### config.mk
export PLATFORM = sky130hd
export DESIGN_NAME = arch_map
export DESIGN_NICKNAME = d
export VERILOG_FILES = /design/src/rtl/rob_pkg.sv /design/src/rtl/uop_pkg.sv /design/src/rtl/arch_map.sv
export SDC_FILE = /design/constraint.sdc
export NUM_CORES = 1
export LEC_CHECK = 0
export BUFFER_PORTS_ARGS = -buffer_cell sky130_fd_sc_hd__buf_2
export CAP_MARGIN = 20
export CELL_PAD_IN_SITES_DETAIL_PLACEMENT = 1
export CELL_PAD_IN_SITES_GLOBAL_PLACEMENT = 2
export CORE_MARGIN = 2
export CORE_UTILIZATION = 45
export CTS_CLUSTER_SIZE = 12
export DETAILED_ROUTE_END_ITERATION = 6
export GPL_TIMING_DRIVEN = 0
export HOLD_SLACK_MARGIN = 0.1
export PLACE_DENSITY = 0.85
export SETUP_SLACK_MARGIN = 0.1
export SLEW_MARGIN = 40
export SYNTH_ARGS = -nofsm -noshare
export SYNTH_HDL_FRONTEND = slang
export SYNTH_SLANG_ARGS = --single-unit
### constraint.sdc
create_clock -name clock -period 4.6 [get_ports clock]
set_input_delay 0.69 -clock clock [delete_from_list [all_inputs] [get_ports clock]]
set_output_delay 0.69 -clock clock [all_outputs]
set_load 0.03 [all_outputs]
### src/rtl/rob_pkg.sv
`default_nettype none

package rob_pkg;

	// ~~~~~~~~~~~~~~~~~~~~~~~~~~~~~~~~~~~~~~~~~~~~~~~~~~~~~~~~~~~~
	// buffer geometry
	// ~~~~~~~~~~~~~~~~~~~~~~~~~~~~~~~~~~~~~~~~~~~~~~~~~~~~~~~~~~~~

	// number of reorder buffer entries.
	localparam int ROB_DEPTH = 16;

	// micro-ops dispatched, completed and retired per cycle.
	localparam int LANES = 3;

	localparam int INDEX_W = $clog2(ROB_DEPTH);
	localparam int LANE_COUNT_W = $clog2(LANES + 1);

	// occupancy runs from 0 to ROB_DEPTH inclusive.
	localparam int CREDIT_W = $clog2(ROB_DEPTH + 1);

	// ~~~~~~~~~~~~~~~~~~~~~~~~~~~~~~~~~~~~~~~~~~~~~~~~~~~~~~~~~~~~
	// types
	// ~~~~~~~~~~~~~~~~~~~~~~~~~~~~~~~~~~~~~~~~~~~~~~~~~~~~~~~~~~~~

	typedef logic [INDEX_W-1:0] rob_index_t;
	typedef logic [LANE_COUNT_W-1:0] lane_count_t;
	typedef logic [CREDIT_W-1:0] credit_t;

	// the flush state lasts one cycle after a retiring redirect.
	typedef enum logic {
		RUN,
		FLUSH
	} ctrl_state_e;

endpackage

`default_nettype wire

### src/rtl/uop_pkg.sv
`default_nettype none

package uop_pkg;

	// ~~~~~~~~~~~~~~~~~~~~~~~~~~~~~~~~~~~~~~~~~~~~~~~~~~~~~~~~~~~~
	// micro-op fields
	// ~~~~~~~~~~~~~~~~~~~~~~~~~~~~~~~~~~~~~~~~~~~~~~~~~~~~~~~~~~~~

	// architectural register file size.
	localparam int ARCH_REGS = 32;
	localparam int ARCH_REG_W = $clog2(ARCH_REGS);

	// physical tags cover twice the architectural registers.
	localparam int PHYS_TAG_W = ARCH_REG_W + 1;

	localparam int PC_W = 32;

	typedef logic [ARCH_REG_W-1:0] arch_reg_t;
	typedef logic [PHYS_TAG_W-1:0] phys_tag_t;
	typedef logic [PC_W-1:0] pc_t;

	// ~~~~~~~~~~~~~~~~~~~~~~~~~~~~~~~~~~~~~~~~~~~~~~~~~~~~~~~~~~~~
	// entry life cycle
	// ~~~~~~~~~~~~~~~~~~~~~~~~~~~~~~~~~~~~~~~~~~~~~~~~~~~~~~~~~~~~

	// an entry is BUSY from dispatch until its completion arrives,
	// then DONE until it retires or is flushed.
	typedef enum logic [1:0] {
		EMPTY,
		BUSY,
		DONE
	} entry_state_e;

endpackage

`default_nettype wire
### src/rtl/arch_map.sv
`timescale 1ns/100ps
`default_nettype none

module arch_map (
	input  wire logic clock,
	input  wire logic arst_n,
	input  wire logic [rob_pkg::LANES-1:0] ret_valid,
	input  wire uop_pkg::arch_reg_t [rob_pkg::LANES-1:0] ret_arch_reg,
	input  wire uop_pkg::phys_tag_t [rob_pkg::LANES-1:0] ret_phys_tag,
	output logic [rob_pkg::LANES-1:0] freed_valid,
	output uop_pkg::phys_tag_t [rob_pkg::LANES-1:0] freed_tag
);

	uop_pkg::phys_tag_t map_q [uop_pkg::ARCH_REGS];

	// a lane frees what its register held just before it, which may be
	// the tag written by an older lane of the same group.
	always_comb begin
		for (int i = 0; i < rob_pkg::LANES; i++) begin
			freed_valid[i] = ret_valid[i];
			freed_tag[i] = map_q[ret_arch_reg[i]];
			for (int j = 0; j < i; j++) begin
				if (ret_valid[j] && ret_arch_reg[j] == ret_arch_reg[i]) begin
					freed_tag[i] = ret_phys_tag[j];
				end
			end
		end
	end

	// lanes are applied oldest first so the youngest write to a
	// register is the one that stays.
	always_ff @(posedge clock or negedge arst_n) begin
		if (!arst_n) begin
			for (int r = 0; r < uop_pkg::ARCH_REGS; r++) begin
				map_q[r] <= uop_pkg::phys_tag_t'(r);
			end
		end else begin
			for (int i = 0; i < rob_pkg::LANES; i++) begin
				if (ret_valid[i]) begin
					map_q[ret_arch_reg[i]] <= ret_phys_tag[i];
				end
			end
		end
	end

endmodule

`default_nettype wire

# == Word level (Yosys, flattened, before mapping) ==
# Cells that the tools add are included.
# totals
reg_bits,192
output_inout_bits,21
word_cells,74
# classes
magnitude_cmp,6
eq_ne,3
mux,24
bitwise_logic,3
reduce_logical,6
# op_table
cell,count
192-bit bitwise mux,3
192-bit two-way mux,3
6-bit binary-select mux with 5-bit select,3
6-bit demux with 5-bit select,3
6-bit two-way mux,12
"6-bit greater-or-equal comparator, second input constant",3
"6-bit by 1-bit < comparator with 1-bit output, second input constant",3
5-bit NOT with 6-bit output,3
5-bit == test,3
1-bit logical AND,6

# == Longest topological paths before layout ==
# Gate-level depths: netlist of the first run.
# depth
depth_word,11
depth_mapped,8
ltp_nobuf,5

# == Least setup slack after synthesis of the first run ==
# Ideal clock, no wire load.
# synth_path
path_kind,input to output
start,input ret_arch_reg[0] (netlist name)
end,output freed_tag[2] (netlist name)
arrival_time_ns,2.374
required_time_ns,3.910
slack_ns,1.536
stages,6
path_buffers,3
cell_sequence,buf_2 buf_4 buf_2 mux4_2 a22oi_1 nand4_1
# synth_lines
element,line,text
"start, declared",arch_map.sv:8,"input wire uop_pkg::arch_reg_t [rob_pkg::LANES-1:0] ret_arch_reg,"
"end, declared",arch_map.sv:11,output uop_pkg::phys_tag_t [rob_pkg::LANES-1:0] freed_tag

==> summary.md, run 1 <==
| Metric | Value |
|---|---|
| Status | `finished clean` |
| Async S/R FF share, synth | `100%` |
| Port bufs | `40` |
| Die W | `between 200 and 250 microns` |
| Cell Chain, Critical Path | `buf_2, buf_2, buf_2, mux2i_1, o22ai_1, a211oi_1, nand4_1, o22a_1, buf_2` |
| Die height | `200 microns` |
| Area Overhead vs Synth | `8.89%` |
| PnR worst setup slack | `between 0.02 and 0.025 ns` |
| Crit path buf inv count | `4` |
| Delay-heaviest family, CP | `buffers and inverters` |
| Clock Latency Late Sink | `0.51 ns` |
| Worst path required time | `between 3 and 4 ns` |
| Worst Setup End Kind | `output pin` |
| Fmax | `between 200 and 250 MHz` |
| Final worst path period share | `99.5%` |
| Place WS | `0.257 ns` |
| Slew Viols, Final | `0` |
| Synth cell types | `68` |
| Syn_nets | `1775` |
| CP Max Fanout | `10` |
| Largest stage delay, worst path | `roughly 0.71 ns` |
| Final GP Congestion | `1.09` |
| Core area | `37800 sq um` |
| Mapped Cells | `1737` |
| Seq cells post-synth | `between 150 and 200` |
| Clock root buffer | `clkbuf_16` |
| Final setup fails | `0` |
| Hold Worst Slack | `approximately 0.097 ns` |
| Largest net degree at the start of global routing | `between 60 and 70` |
| Initial antenna violation count | `6` |
| Syn Area/Cell | `9.96 sq um` |
| Clock-pin slew on the worst setup and hold paths | `roughly 0.07 ns` |
| Drt pass-1 iters | `5` |
| Mapped cell area | `~17000 sq um` |
| Max FFs per register | `between 150 and 200` |
| H-tree levels | `4` |
| DR vias | `about 17k` |
| DIE AREA | `~40000 sq um` |
| Critical path's slowest cell | `a211oi_1` |
| Min Tclk post-route | `between 4 and 5 ns` |
| Unrepaired setup endpoints after global routing | `false` |
| # clock sinks | `192` |
| Hpwl dp | `between 70000 and 80000 microns` |
| Remaining global-route overflow | `0` |
| Layout cell share with drive strength beyond 1 | `around 31%` |
| DR WL/cell | `approximately 40 microns` |
| Pwr/cell area | `just over 400 nW/um^2` |
| Antenna Violating Nets Remaining | `0` |
| Number of global-route vias before repair | `roughly 17k` |
| Least-Margin Pin Slew | `0.971 ns` |
| CTS Buf Count | `17` |
| Maximum VDD drop | `approximately 450 uV` |
| DRT iter0 DRCs | `2231` |
| Initial core utilization | `a little under half` |
| Layout Nets | `1837` |
| First-pass GRT wire length | `~130000 microns` |
| Slew HR | `35.3%` |
| CTS Hold Bufs | `0` |
| Routed wire length | `roughly 95000 microns` |
| Startpoint Class | `input port` |
| CTS tree | `yes` |
| Boundary Pins | `slightly below 60` |
| Post-CTS Setup Bufs | `0` |
| Clock skew | `0 ns` |
| Num rows | `just over 70` |
| Worst EP arrival | `just under 4 ns` |
| Cell mode on critical path | `buf_2` |
| Post-synthesis sequential area ratio | `between 20 and 30%` |
| Max-cap violations | `0` |
| Most frequent cells in the layout | `310 x mux2i_1, 150 x nand2_1, 135 x nor2_1, 119 x mux2_2, 116 x buf_2` |
| # DRC | `0` |
| Vias/cell | `a little over 7` |
| Synth Flop Type | `dfrtp_1` |
| Commonest non-fill, non-tap cell in the layout | `mux2i_1` |
| Final Hold Vio Count | `0` |
| P_leak | `roughly 8 nW` |
| HP Class | `input port to async pin` |
| Crit Path Class | `input port to output pin` |
| Largest Register | `map_q` |
| Global Route Usage Sum | `between 40% and 50%` |
| Post-synth EDFFs | `0` |
| Top Registers | `map_q x192` |
| YS warnings | `0` |
| Clk buf depth | `2` |
[final timing paths]
| kind | from | endpoint | slack [ns] | cells after the start |
|---|---|---|---|---|
| worst max-delay path | ret_arch_reg[6] | freed_tag[6] | 0.02 | 9 |
| worst min-delay path | arst_n | map_q[83] | 0.1 | 1 |
| worst max register to register | map_q[4] | map_q[4] | 3.33 | 3 |
| worst min register to register | map_q[62] | map_q[62] | 0.75 | 3 |
| max in group asynchronous | arst_n | map_q[58] | 3.64 | 2 |
| min in group clock | ret_phys_tag[17] | map_q[71] | 0.53 | 2 |
[stage by stage]
step                utilization, %  TNS [ns]  instances  total power, mW  cell area (sq um)
finish                        49.9         0       2324             7.77              18800
global route                  49.9         0       2323             7.91              18800
detailed placement            48.3         0       2290             6.00              18200
floorplan                        -         0       1737             4.69              17300
CTS                           49.8         0       2322             7.60              18800
global placement              48.0    -67.37       2288             5.86              18100
[cells in the mapped netlist (5+ instances only)]
cell | count | area share [%]
clkbuf_1 | 81 | 1.8
nand3b_1 | 12 | 0.52
a21oi_1 | 23 | 0.67
and3b_1 | 9 | 0.46
mux2_2 | 119 | 7.7
o21ai_0 | 32 | 0.93
dfrtp_1 | 112 | 16
xor2_1 | 12 | 0.61
nor4_1 | 17 | 0.61
nand4b_1 | 5 | 0.25
a211oi_1 | 80 | 3.5
mux2i_1 | 310 | 18
nand4bb_1 | 5 | 0.33
o22ai_1 | 50 | 1.8
buf_4 | 19 | 0.82
o21ai_1 | 66 | 1.9
nor2_1 | 135 | 2.9
nand4_1 | 11 | 0.40
buf_2 | 77 | 2.2
dfstp_2 | 80 | 12
a22oi_1 | 28 | 1.2
nand2_1 | 150 | 3.3
o31ai_2 | 5 | 0.36
nand3_1 | 12 | 0.35
and3_1 | 12 | 0.43
mux4_2 | 83 | 11
a21o_1 | 78 | 3.4
nor2_4 | 21 | 1.4
buf_6 | 8 | 0.52
nor2_2 | 7 | 0.25
or3b_1 | 6 | 0.30
[cell type report]
cell class              count  area [sq um]
fillers                  4254         18900
multi-input cells        1354         11400
flip-flops and latches    192          4900
plain buffers             191           991
well taps                 511           639
clock buffers              22           474
repair buffers             43           273
clock inverters            10           103
diodes                      1          2.50
[where the power goes]
part / switching (mW) / total (mW) / internal (mW) / leakage [nW]
clock network: 0.798 / 1.60 / 0.798 / 0.288
logic: 1.68 / 3.05 / 1.37 / 5.29
registers: 0.790 / 3.12 / 2.33 / 2.20
total: 3.27 / 7.77 / 4.50 / 7.78
[metal layers]
| metal | up-vias | global-route usage (%) | share of wire [%] |
|---|---|---|---|
| met5 | - | 0.741 | 0.079 |
| met4 | 10 | 28.3 | 6.7 |
| met3 | 343 | 16.2 | 12 |
| met2 | 1197 | 69.2 | 42 |
| met1 | 8715 | 63.4 | 40 |
| li1 | 6645 | - | - |
[kinds of logic (layout without fill, tap and decap cells)]
family	count (synthesis)	count (layout)	synth area share (%)
mux	513	513	36.6
simple gates	445	445	14.2
flops	192	192	28.4
other cells	0	1	0
xor+xnor	15	15	0.760
buf+inv	191	266	5.49
compound gates	381	381	14.7
[timing repair]
action / in CTS / in global routing
resized for setup: 0 / 1
setup endpoints to repair: 0 / 1
hold endpoints to repair: 0 / 0
No activity file was read; power rests on OpenSTA's default activity.
==> run 2, diff against run 1 <==
CORE_UTILIZATION = 42   (was 45)
PLACE_DENSITY = 0.8   (was 0.85)
SETUP_SLACK_MARGIN = 0.02   (was 0.1)
clock period = 5.1 ns   (was 4.6 ns; I/O delays follow)
==> run 2 against run 1 <==
Flip-flop and latch count unchanged. Clock power decreased by 6%. Critical path type unchanged. Critical endpoint unchanged. Die area increased by 7.0%. Utilization decreased by 3.4 points. Clock skew unchanged. Via count decreased by 0.46%. Worst setup slack improved by 0.47 ns. Register-to-register slack improved by 0.60 ns. Critical path depth unchanged. Global-route usage decreased by 2.3 points. Sequential power decreased by 9.0%.
==> summary.md, run 2 (same netlist as run 1, synthesis figures left out) <==
| Metric | Value |
|---|---|
| Max-cap violations | `0 (unchanged)` |
| Die height | `207 microns (+3.4%)` |
| Final core occ | `46.5% (-3.4 points)` |
| Core area | `40700 sq um (+7.9%)` |
| Worst EP arrival | `3.84 ns (-0.05 ns)` |
| Cell Chain, Critical Path | `buf_2, buf_2, buf_2, mux2i_1, o22ai_1, a211oi_1, nand4_1, o22a_1, buf_2` |
| # clock sinks | `192 (unchanged)` |
| Port bufs | `40 (unchanged)` |
| Final Power | `7.08 mW (-8.8%)` |
| Delay-heaviest family, CP | `buffers and inverters` |
| Max FFs per register | `192 (unchanged)` |
| Post-route cell area | `18900 sq um (+0.53%)` |
| Switching Fraction | `41.7% (-0.41 points)` |
| Flop pwr share | `40.1% (about the same)` |
| DR vias | `16.8k (-0.46%)` |
| Vias/cell | `7.16 (-1.6%)` |
| Worst Setup End Kind | `output pin` |
| Multi-input logic area | `11400 sq um (about the same)` |
| Clock skew | `0 ns (unchanged)` |
| Num rows | `74 (+4.2%)` |
| DR WL/cell | `41.6 microns (+1.5%)` |
| Number of global-route vias before repair | `16.4k (-1.2%)` |
| Largest Register | `map_q` |
| Post-CTS Resized | `0 (unchanged)` |
| Boundary Pins | `59 (unchanged)` |
| Post-CTS Setup Bufs | `0 (unchanged)` |
| CTS Buf Count | `17 (unchanged)` |
| Final Hold Vio Count | `0 (unchanged)` |
| Drt pass-1 iters | `5 (unchanged)` |
| Area Overhead vs Synth | `9.46%` |
| Min Tclk post-route | `approximately 4.6 ns` |
| Layout Nets | `1838 (+0.054%)` |
| Layout cell share with drive strength beyond 1 | `30.9% (+0.31 points)` |
| Clk pwr share | `21.2% (+0.7 points)` |
| Switching power | `2.95 mW (-9.7%)` |
| Fmax | `around 220 MHz` |
| Final worst path period share | `around nine tenths` |
| Fill cells | `4588 (+7.9%)` |
| Status | `finished clean` |
| Die W | `207 microns (+3.4%)` |
| Startpoint Class | `input port` |
| Critical path's slowest cell | `a211oi_1` |
| Maximum VDD drop | `370 uV (-18%)` |
| P_leak | `7.82 nW (+0.48%)` |
| HP Class | `input port to async pin` |
| Clock root buffer | `clkbuf_16` |
| Worst path required time | `4.34 ns (+0.43 ns)` |
| Clock Latency Late Sink | `0.51 ns (about the same)` |
| Remaining global-route overflow | `0 (unchanged)` |
| Initial core utilization | `42.5% (-3.4 points)` |
| Clk buf depth | `2 (unchanged)` |
| Placed cell area | `18300 sq um (+0.30%)` |
| Final GP Congestion | `1.06 (-2.6%)` |
| First-pass GRT wire length | `132000 microns (+1.8%)` |
| CTS Hold Bufs | `0 (unchanged)` |
| Clock-pin slew on the worst setup and hold paths | `0.07 ns (about the same)` |
| CTS tree | `yes` |
| Antenna Violating Nets Remaining | `0 (unchanged)` |
| Final setup fails | `0 (unchanged)` |
| Least-Margin Pin Slew | `0.959 ns (-0.0122 ns)` |
| Sum Neg Setup Slack | `0 ns (unchanged)` |
| Largest net degree at the start of global routing | `70 (+2.9%)` |
| Routed wire length | `97700 microns (+2.8%)` |
| FF+latch area | `4900 sq um (unchanged)` |
| Unrepaired setup endpoints after global routing | `false` |
| Hold Worst Slack | `0.123 ns (+0.0258 ns)` |
| Cell mode on critical path | `buf_2` |
| Commonest non-fill, non-tap cell in the layout | `mux2i_1` |
| Crit path buf inv count | `4 (unchanged)` |
| Pwr/cell area | `374 nW/um^2 (-9.3%)` |
| # DRC | `0 (unchanged)` |
| DIE AREA | `42800 sq um (+7.0%)` |
| Comb power frac | `38.8% (-0.4 points)` |
| H-tree levels | `4 (unchanged)` |
| Most frequent cells in the layout | `310 x mux2i_1, 150 x nand2_1, 135 x nor2_1, 119 x mux2_2, 116 x buf_2` |
| Slew HR | `36.1% (+0.82 points)` |
| Top Registers | `map_q x192` |
| Largest stage delay, worst path | `0.62 ns (-0.09 ns)` |
| Hpwl dp | `72500 microns (+2.4%)` |
| CP Max Fanout | `10 (unchanged)` |
| Internal power | `4.13 mW (-8.2%)` |
| Global Route Usage Sum | `46.1% (-2.3 points)` |
| DRT iter0 DRCs | `2078 (-6.9%)` |
| Slew Viols, Final | `0 (unchanged)` |
| Initial antenna violation count | `11 (+5)` |
| Crit Path Class | `input port to output pin` |
==> run 2: changes by cell type in the layout (fill, tap and decap cells not counted), sizes merged <==
cell / change
diode: +6
bufinv: +2
clkinv: -2
buf: +1
clkbuf: -1
clkinvlp: +1
==> run 2: metrics by stage <==
| step | worst slack, ns | cells |
|---|---|---|
| after floorplan | 1.89 | 1737 |
| after global placement | -0.292 | 2309 |
| after detailed placement | 0.771 | 2312 |
| after CTS | 0.761 | 2344 |
| after global routing | 0.621 | 2345 |
| final | 0.496 | 2352 |
==> run 2: layer usage <==
metal	wire (microns)	track usage [%]	share of wire [%]
met1	40200	61.3	41
met2	41300	65.8	42
met3	10400	14.3	11
met4	5900	26.6	6.0
met5	44	0	0.045
==> run 2: final timing paths <==
| path | slack, ns | to | start | depth (start not counted) |
|---|---|---|---|---|
| setup / recovery | 0.50 | freed_tag[6] | ret_arch_reg[6] | 9 |
| hold / removal | 0.12 | map_q[173] | arst_n | 1 |
| setup reg to reg | 3.93 | map_q[181] | map_q[181] | 3 |
| hold reg to reg | 0.75 | map_q[111] | map_q[111] | 3 |
| max in group asynchronous | 4.02 | map_q[16] | arst_n | 3 |
| min in group clock | 0.60 | map_q[71] | ret_phys_tag[17] | 2 |
==> run 2: layout make-up <==
class	count	area share, %
plain buffers	191	5.28
diodes	7	0.0925
clock inverters	11	0.813
well taps	532	3.52
flip-flops and latches	192	25.9
multi-input cells	1354	60.5
repair buffers	44	1.55
clock buffers	21	2.38
==> run 2: power by group through the flow <==
stage | clock [mW] | combinational (mW) | sequential [mW]
2_1_floorplan | 0 | 1.82 | 2.42
3_3_place_gp | 0 | 2.56 | 2.76
3_5_place_dp | 0 | 2.64 | 2.80
4_1_cts | 1.51 | 2.66 | 2.78
5_1_grt | 1.55 | 2.84 | 2.84
6_report | 1.50 | 2.75 | 2.84
==> run 3, diff against run 2 <==
--- a/config.mk
+++ b/config.mk
@@ -11,10 +11,11 @@
 export CELL_PAD_IN_SITES_GLOBAL_PLACEMENT = 2
 export CORE_MARGIN = 2
-export CORE_UTILIZATION = 42
+export CORE_UTILIZATION = 40
 export CTS_CLUSTER_SIZE = 12
 export DETAILED_ROUTE_END_ITERATION = 6
 export GPL_TIMING_DRIVEN = 0
 export HOLD_SLACK_MARGIN = 0.1
-export PLACE_DENSITY = 0.8
+export MAX_ROUTING_LAYER = met4
+export PLACE_DENSITY = 0.76
 export SETUP_SLACK_MARGIN = 0.02
 export SLEW_MARGIN = 40
==> constraint.sdc (replaced) <==
create_clock -name clock -period 5.1 [get_ports clock]
set_input_delay 0.765 -clock clock [delete_from_list [all_inputs] [get_ports clock]]
set_output_delay 0.765 -clock clock [all_outputs]
set_load 0.1 [all_outputs]
==> run 3 against run 2 <==
Hold slack improved by 0.46 ns. Flip-flop and latch count did not move. Final cell count rose by 2.1%. Routed wire length decreased by 0.89%. Largest cell class unchanged. Global-route usage is 1.0 points lower. Non-clock buffer count unchanged. Via count is 0.74% lower. Die area increased by 4.9%. First-iteration DRC count shrank 2.3%. Sequential power about the same. Clock power is 3% lower.
==> summary.md, run 3 (same netlist as run 1, synthesis figures left out) <==
| Metric | Value |
|---|---|
| H-tree levels | `4 (unchanged)` |
| Hold Worst Slack | `0.582 ns (+0.459 ns)` |
| Hpwl dp | `72700 microns (+0.27%)` |
| Worst Setup EP | `freed_tag[8]` |
| Pwr/cell area | `383 nW/um^2 (+2.5%)` |
| CTS tree | `yes` |
| Max-cap violations | `0 (unchanged)` |
| Boundary Pins | `59 (unchanged)` |
| Least-Margin Pin Slew | `0.945 ns (-0.0135 ns)` |
| Most frequent cells in the layout | `310 x mux2i_1, 150 x nand2_1, 135 x nor2_1, 119 x mux2_2, 116 x buf_2` |
| Global Route Usage Sum | `45.0% (-1.0 points)` |
| Min Tclk post-route | `4.84 ns (+0.233 ns)` |
| Switching Fraction | `44.1% (+2.4 points)` |
| Startpoint Class | `input port` |
| Place WS | `0.261 ns (-0.510 ns)` |
| Initial core utilization | `40.3% (-2.1 points)` |
| Largest net degree at the start of global routing | `68 (-2.9%)` |
| Post-CTS Resized | `0 (unchanged)` |
| Status | `finished clean` |
| Layout Nets | `1838 (unchanged)` |
| Die height | `212 microns (+2.4%)` |
| Maximum VDD drop | `282 uV (-24%)` |
| Clk buf depth | `2 (unchanged)` |
| Final Hold Vio Count | `0 (unchanged)` |
| Worst Setup End Kind | `output pin` |
| Num rows | `76 (+2.7%)` |
| Clock skew | `0 ns (unchanged)` |
| Clock Latency Late Sink | `0.52 ns (about the same)` |
| Vias/cell | `6.96 (-2.8%)` |
| Fmax | `207 MHz (-4.8%)` |
| Cell Chain, Critical Path | `buf_2, buf_2, buf_2, mux2i_1, o22ai_1, a211oi_2, nand4_1, o22a_1, buf_2` |
| PnR worst setup slack | `0.262 ns (-0.233 ns)` |
| Crit path depth | `9 (unchanged)` |
| Internal power | `4.07 mW (-1.5%)` |
| Clock-pin slew on the worst setup and hold paths | `0.07 ns (about the same)` |
| Final GP Congestion | `1.07 (+0.71%)` |
| Routed wire length | `96900 microns (-0.89%)` |
| Delay-heaviest family, CP | `buffers and inverters` |
| First-pass GRT wire length | `133000 microns (+0.35%)` |
| Slew HR | `36.8% (+0.67 points)` |
| Layout cell share with drive strength beyond 1 | `31.2% (+0.22 points)` |
| Area Overhead vs Synth | `9.72%` |
| R2r startpoint | `map_q[10]` |
| Max FFs per register | `192 (unchanged)` |
| Final worst path period share | `94.9% (+4.6 points)` |
| Met2 GRT Util | `64.1% (-1.7 points)` |
| Worst Reg-to-Reg Cells | `3 (unchanged)` |
| Reg-to-reg setup timing slack | `3.90 ns (-0.03 ns)` |
| Remaining global-route overflow | `0 (unchanged)` |
| Comb power frac | `40.9% (+2.1 points)` |
| Slew Viols, Final | `0 (unchanged)` |
| Critical path's slowest cell | `a211oi_2` |
| Number of global-route vias before repair | `16.6k (+1.3%)` |
| Top Registers | `map_q x192` |
| Critical path origin | `ret_arch_reg[6]` |
| Worst path required time | `4.34 ns (about the same)` |
| Clk pwr share | `19.9% (-1.3 points)` |
| Initial antenna violation count | `5 (-6)` |
| Final setup fails | `0 (unchanged)` |
| Drt pass-1 iters | `6 (+1)` |
| Port bufs | `40 (unchanged)` |
| Core area | `42900 sq um (+5.3%)` |
| CP Max Fanout | `10 (unchanged)` |
| Sum Neg Setup Slack | `0 ns (unchanged)` |
| GR peak layer | `met2` |
| CTS Buf Count | `17 (unchanged)` |
| Placed cell area | `18400 sq um (+0.44%)` |
| Cell mode on critical path | `buf_2` |
| Post-route cell area | `19000 sq um (+0.24%)` |
| Largest stage delay, worst path | `0.58 ns (-0.04 ns)` |
| Final Power | `7.27 mW (+2.7%)` |
| Clock root buffer | `clkbuf_16` |
| Met1 Usage GRT | `58.2% (-3.2 points)` |
| Switching power | `3.20 mW (+8.7%)` |
| DRT iter0 DRCs | `2031 (-2.3%)` |
| Commonest non-fill, non-tap cell in the layout | `mux2i_1` |
| Flop pwr share | `39.2% (-0.9 points)` |
| Worst EP arrival | `4.07 ns (+0.23 ns)` |
| Antenna Violating Nets Remaining | `0 (unchanged)` |
| Die W | `212 microns (+2.4%)` |
| # clock sinks | `192 (unchanged)` |
| DIE AREA | `44900 sq um (+4.9%)` |
| DR vias | `16.7k (-0.74%)` |
| HP Class | `input port to flop` |
| Crit path buf inv count | `4 (unchanged)` |
| Largest Register | `map_q` |
| Reg-to-reg endpoint | `map_q[10]` |
| DR WL/cell | `40.3 microns (-3.0%)` |
| P_leak | `7.81 nW (about the same)` |
| # DRC | `0 (unchanged)` |
| Worst Hold Depth | `2` |
| Unrepaired setup endpoints after global routing | `false` |
| Crit Path Class | `input port to output pin` |
| Met3 Track Usage GR | `13.2% (-1.1 points)` |
==> run 3: repair_timing <==
action                                 in CTS  in global routing
hold buffers                                1                  0
setup endpoints to repair                   0                  0
endpoints found under the hold margin      15                  0
buffers inserted                            0                  0
==> run 3: cell type report <==
type / instances / area, sq um
clock buffers: 20 / 437
fillers: 4859 / 23900
plain buffers: 191 / 1000
flip-flops and latches: 192 / 4900
repair buffers: 44 / 303
multi-input cells: 1354 / 11400
diodes: 4 / 10.0
well taps: 585 / 732
clock inverters: 12 / 136
==> run 3: per-layer routing <==
| metal | wire (microns) | vias up |
|---|---|---|
| met5 | 0 | - |
| met1 | 40000 | 8819 |
| li1 | - | 6656 |
| met2 | 41400 | 1000 |
| met3 | 10300 | 234 |
| met4 | 5180 | 0 |
==> run 3: worst register-to-register path, cell delays in order (launching register included) <==
cell and delay [ns]:
dfstp_2 0.63, mux2i_1 0.11, a211oi_1 0.29, a21o_1 0.12
==> run 3: worst min-delay path by stage <==
stage | startpoint | end | slack [ns]
6_report | ret_phys_tag[17] | map_q[47] | 0.58
5_1_grt | ret_phys_tag[17] | map_q[71] | 0.59
4_1_cts | ret_phys_tag[17] | map_q[47] | 0.56
3_5_place_dp | arst_n | map_q[182] | 0.65
3_3_place_gp | map_q[110] | map_q[110] | 0.72
2_1_floorplan | arst_n | map_q[100] | 0.47
==> run 3: power by group through the flow <==
stage,clock network (mW),logic (mW),registers [mW]
floorplan,0,2.07,2.42
global placement,0,2.80,2.79
detailed placement,0,2.88,2.82
CTS,1.47,2.90,2.80
global route,1.50,3.09,2.86
finish,1.45,2.97,2.85
==> run 3: stage by stage <==
stage          util [%]  instances
2_1_floorplan         -       1737
5_1_grt            44.2       2401
3_5_place_dp       42.8       2365
4_1_cts            44.2       2398
6_report           44.2       2402
3_3_place_gp       42.5       2362
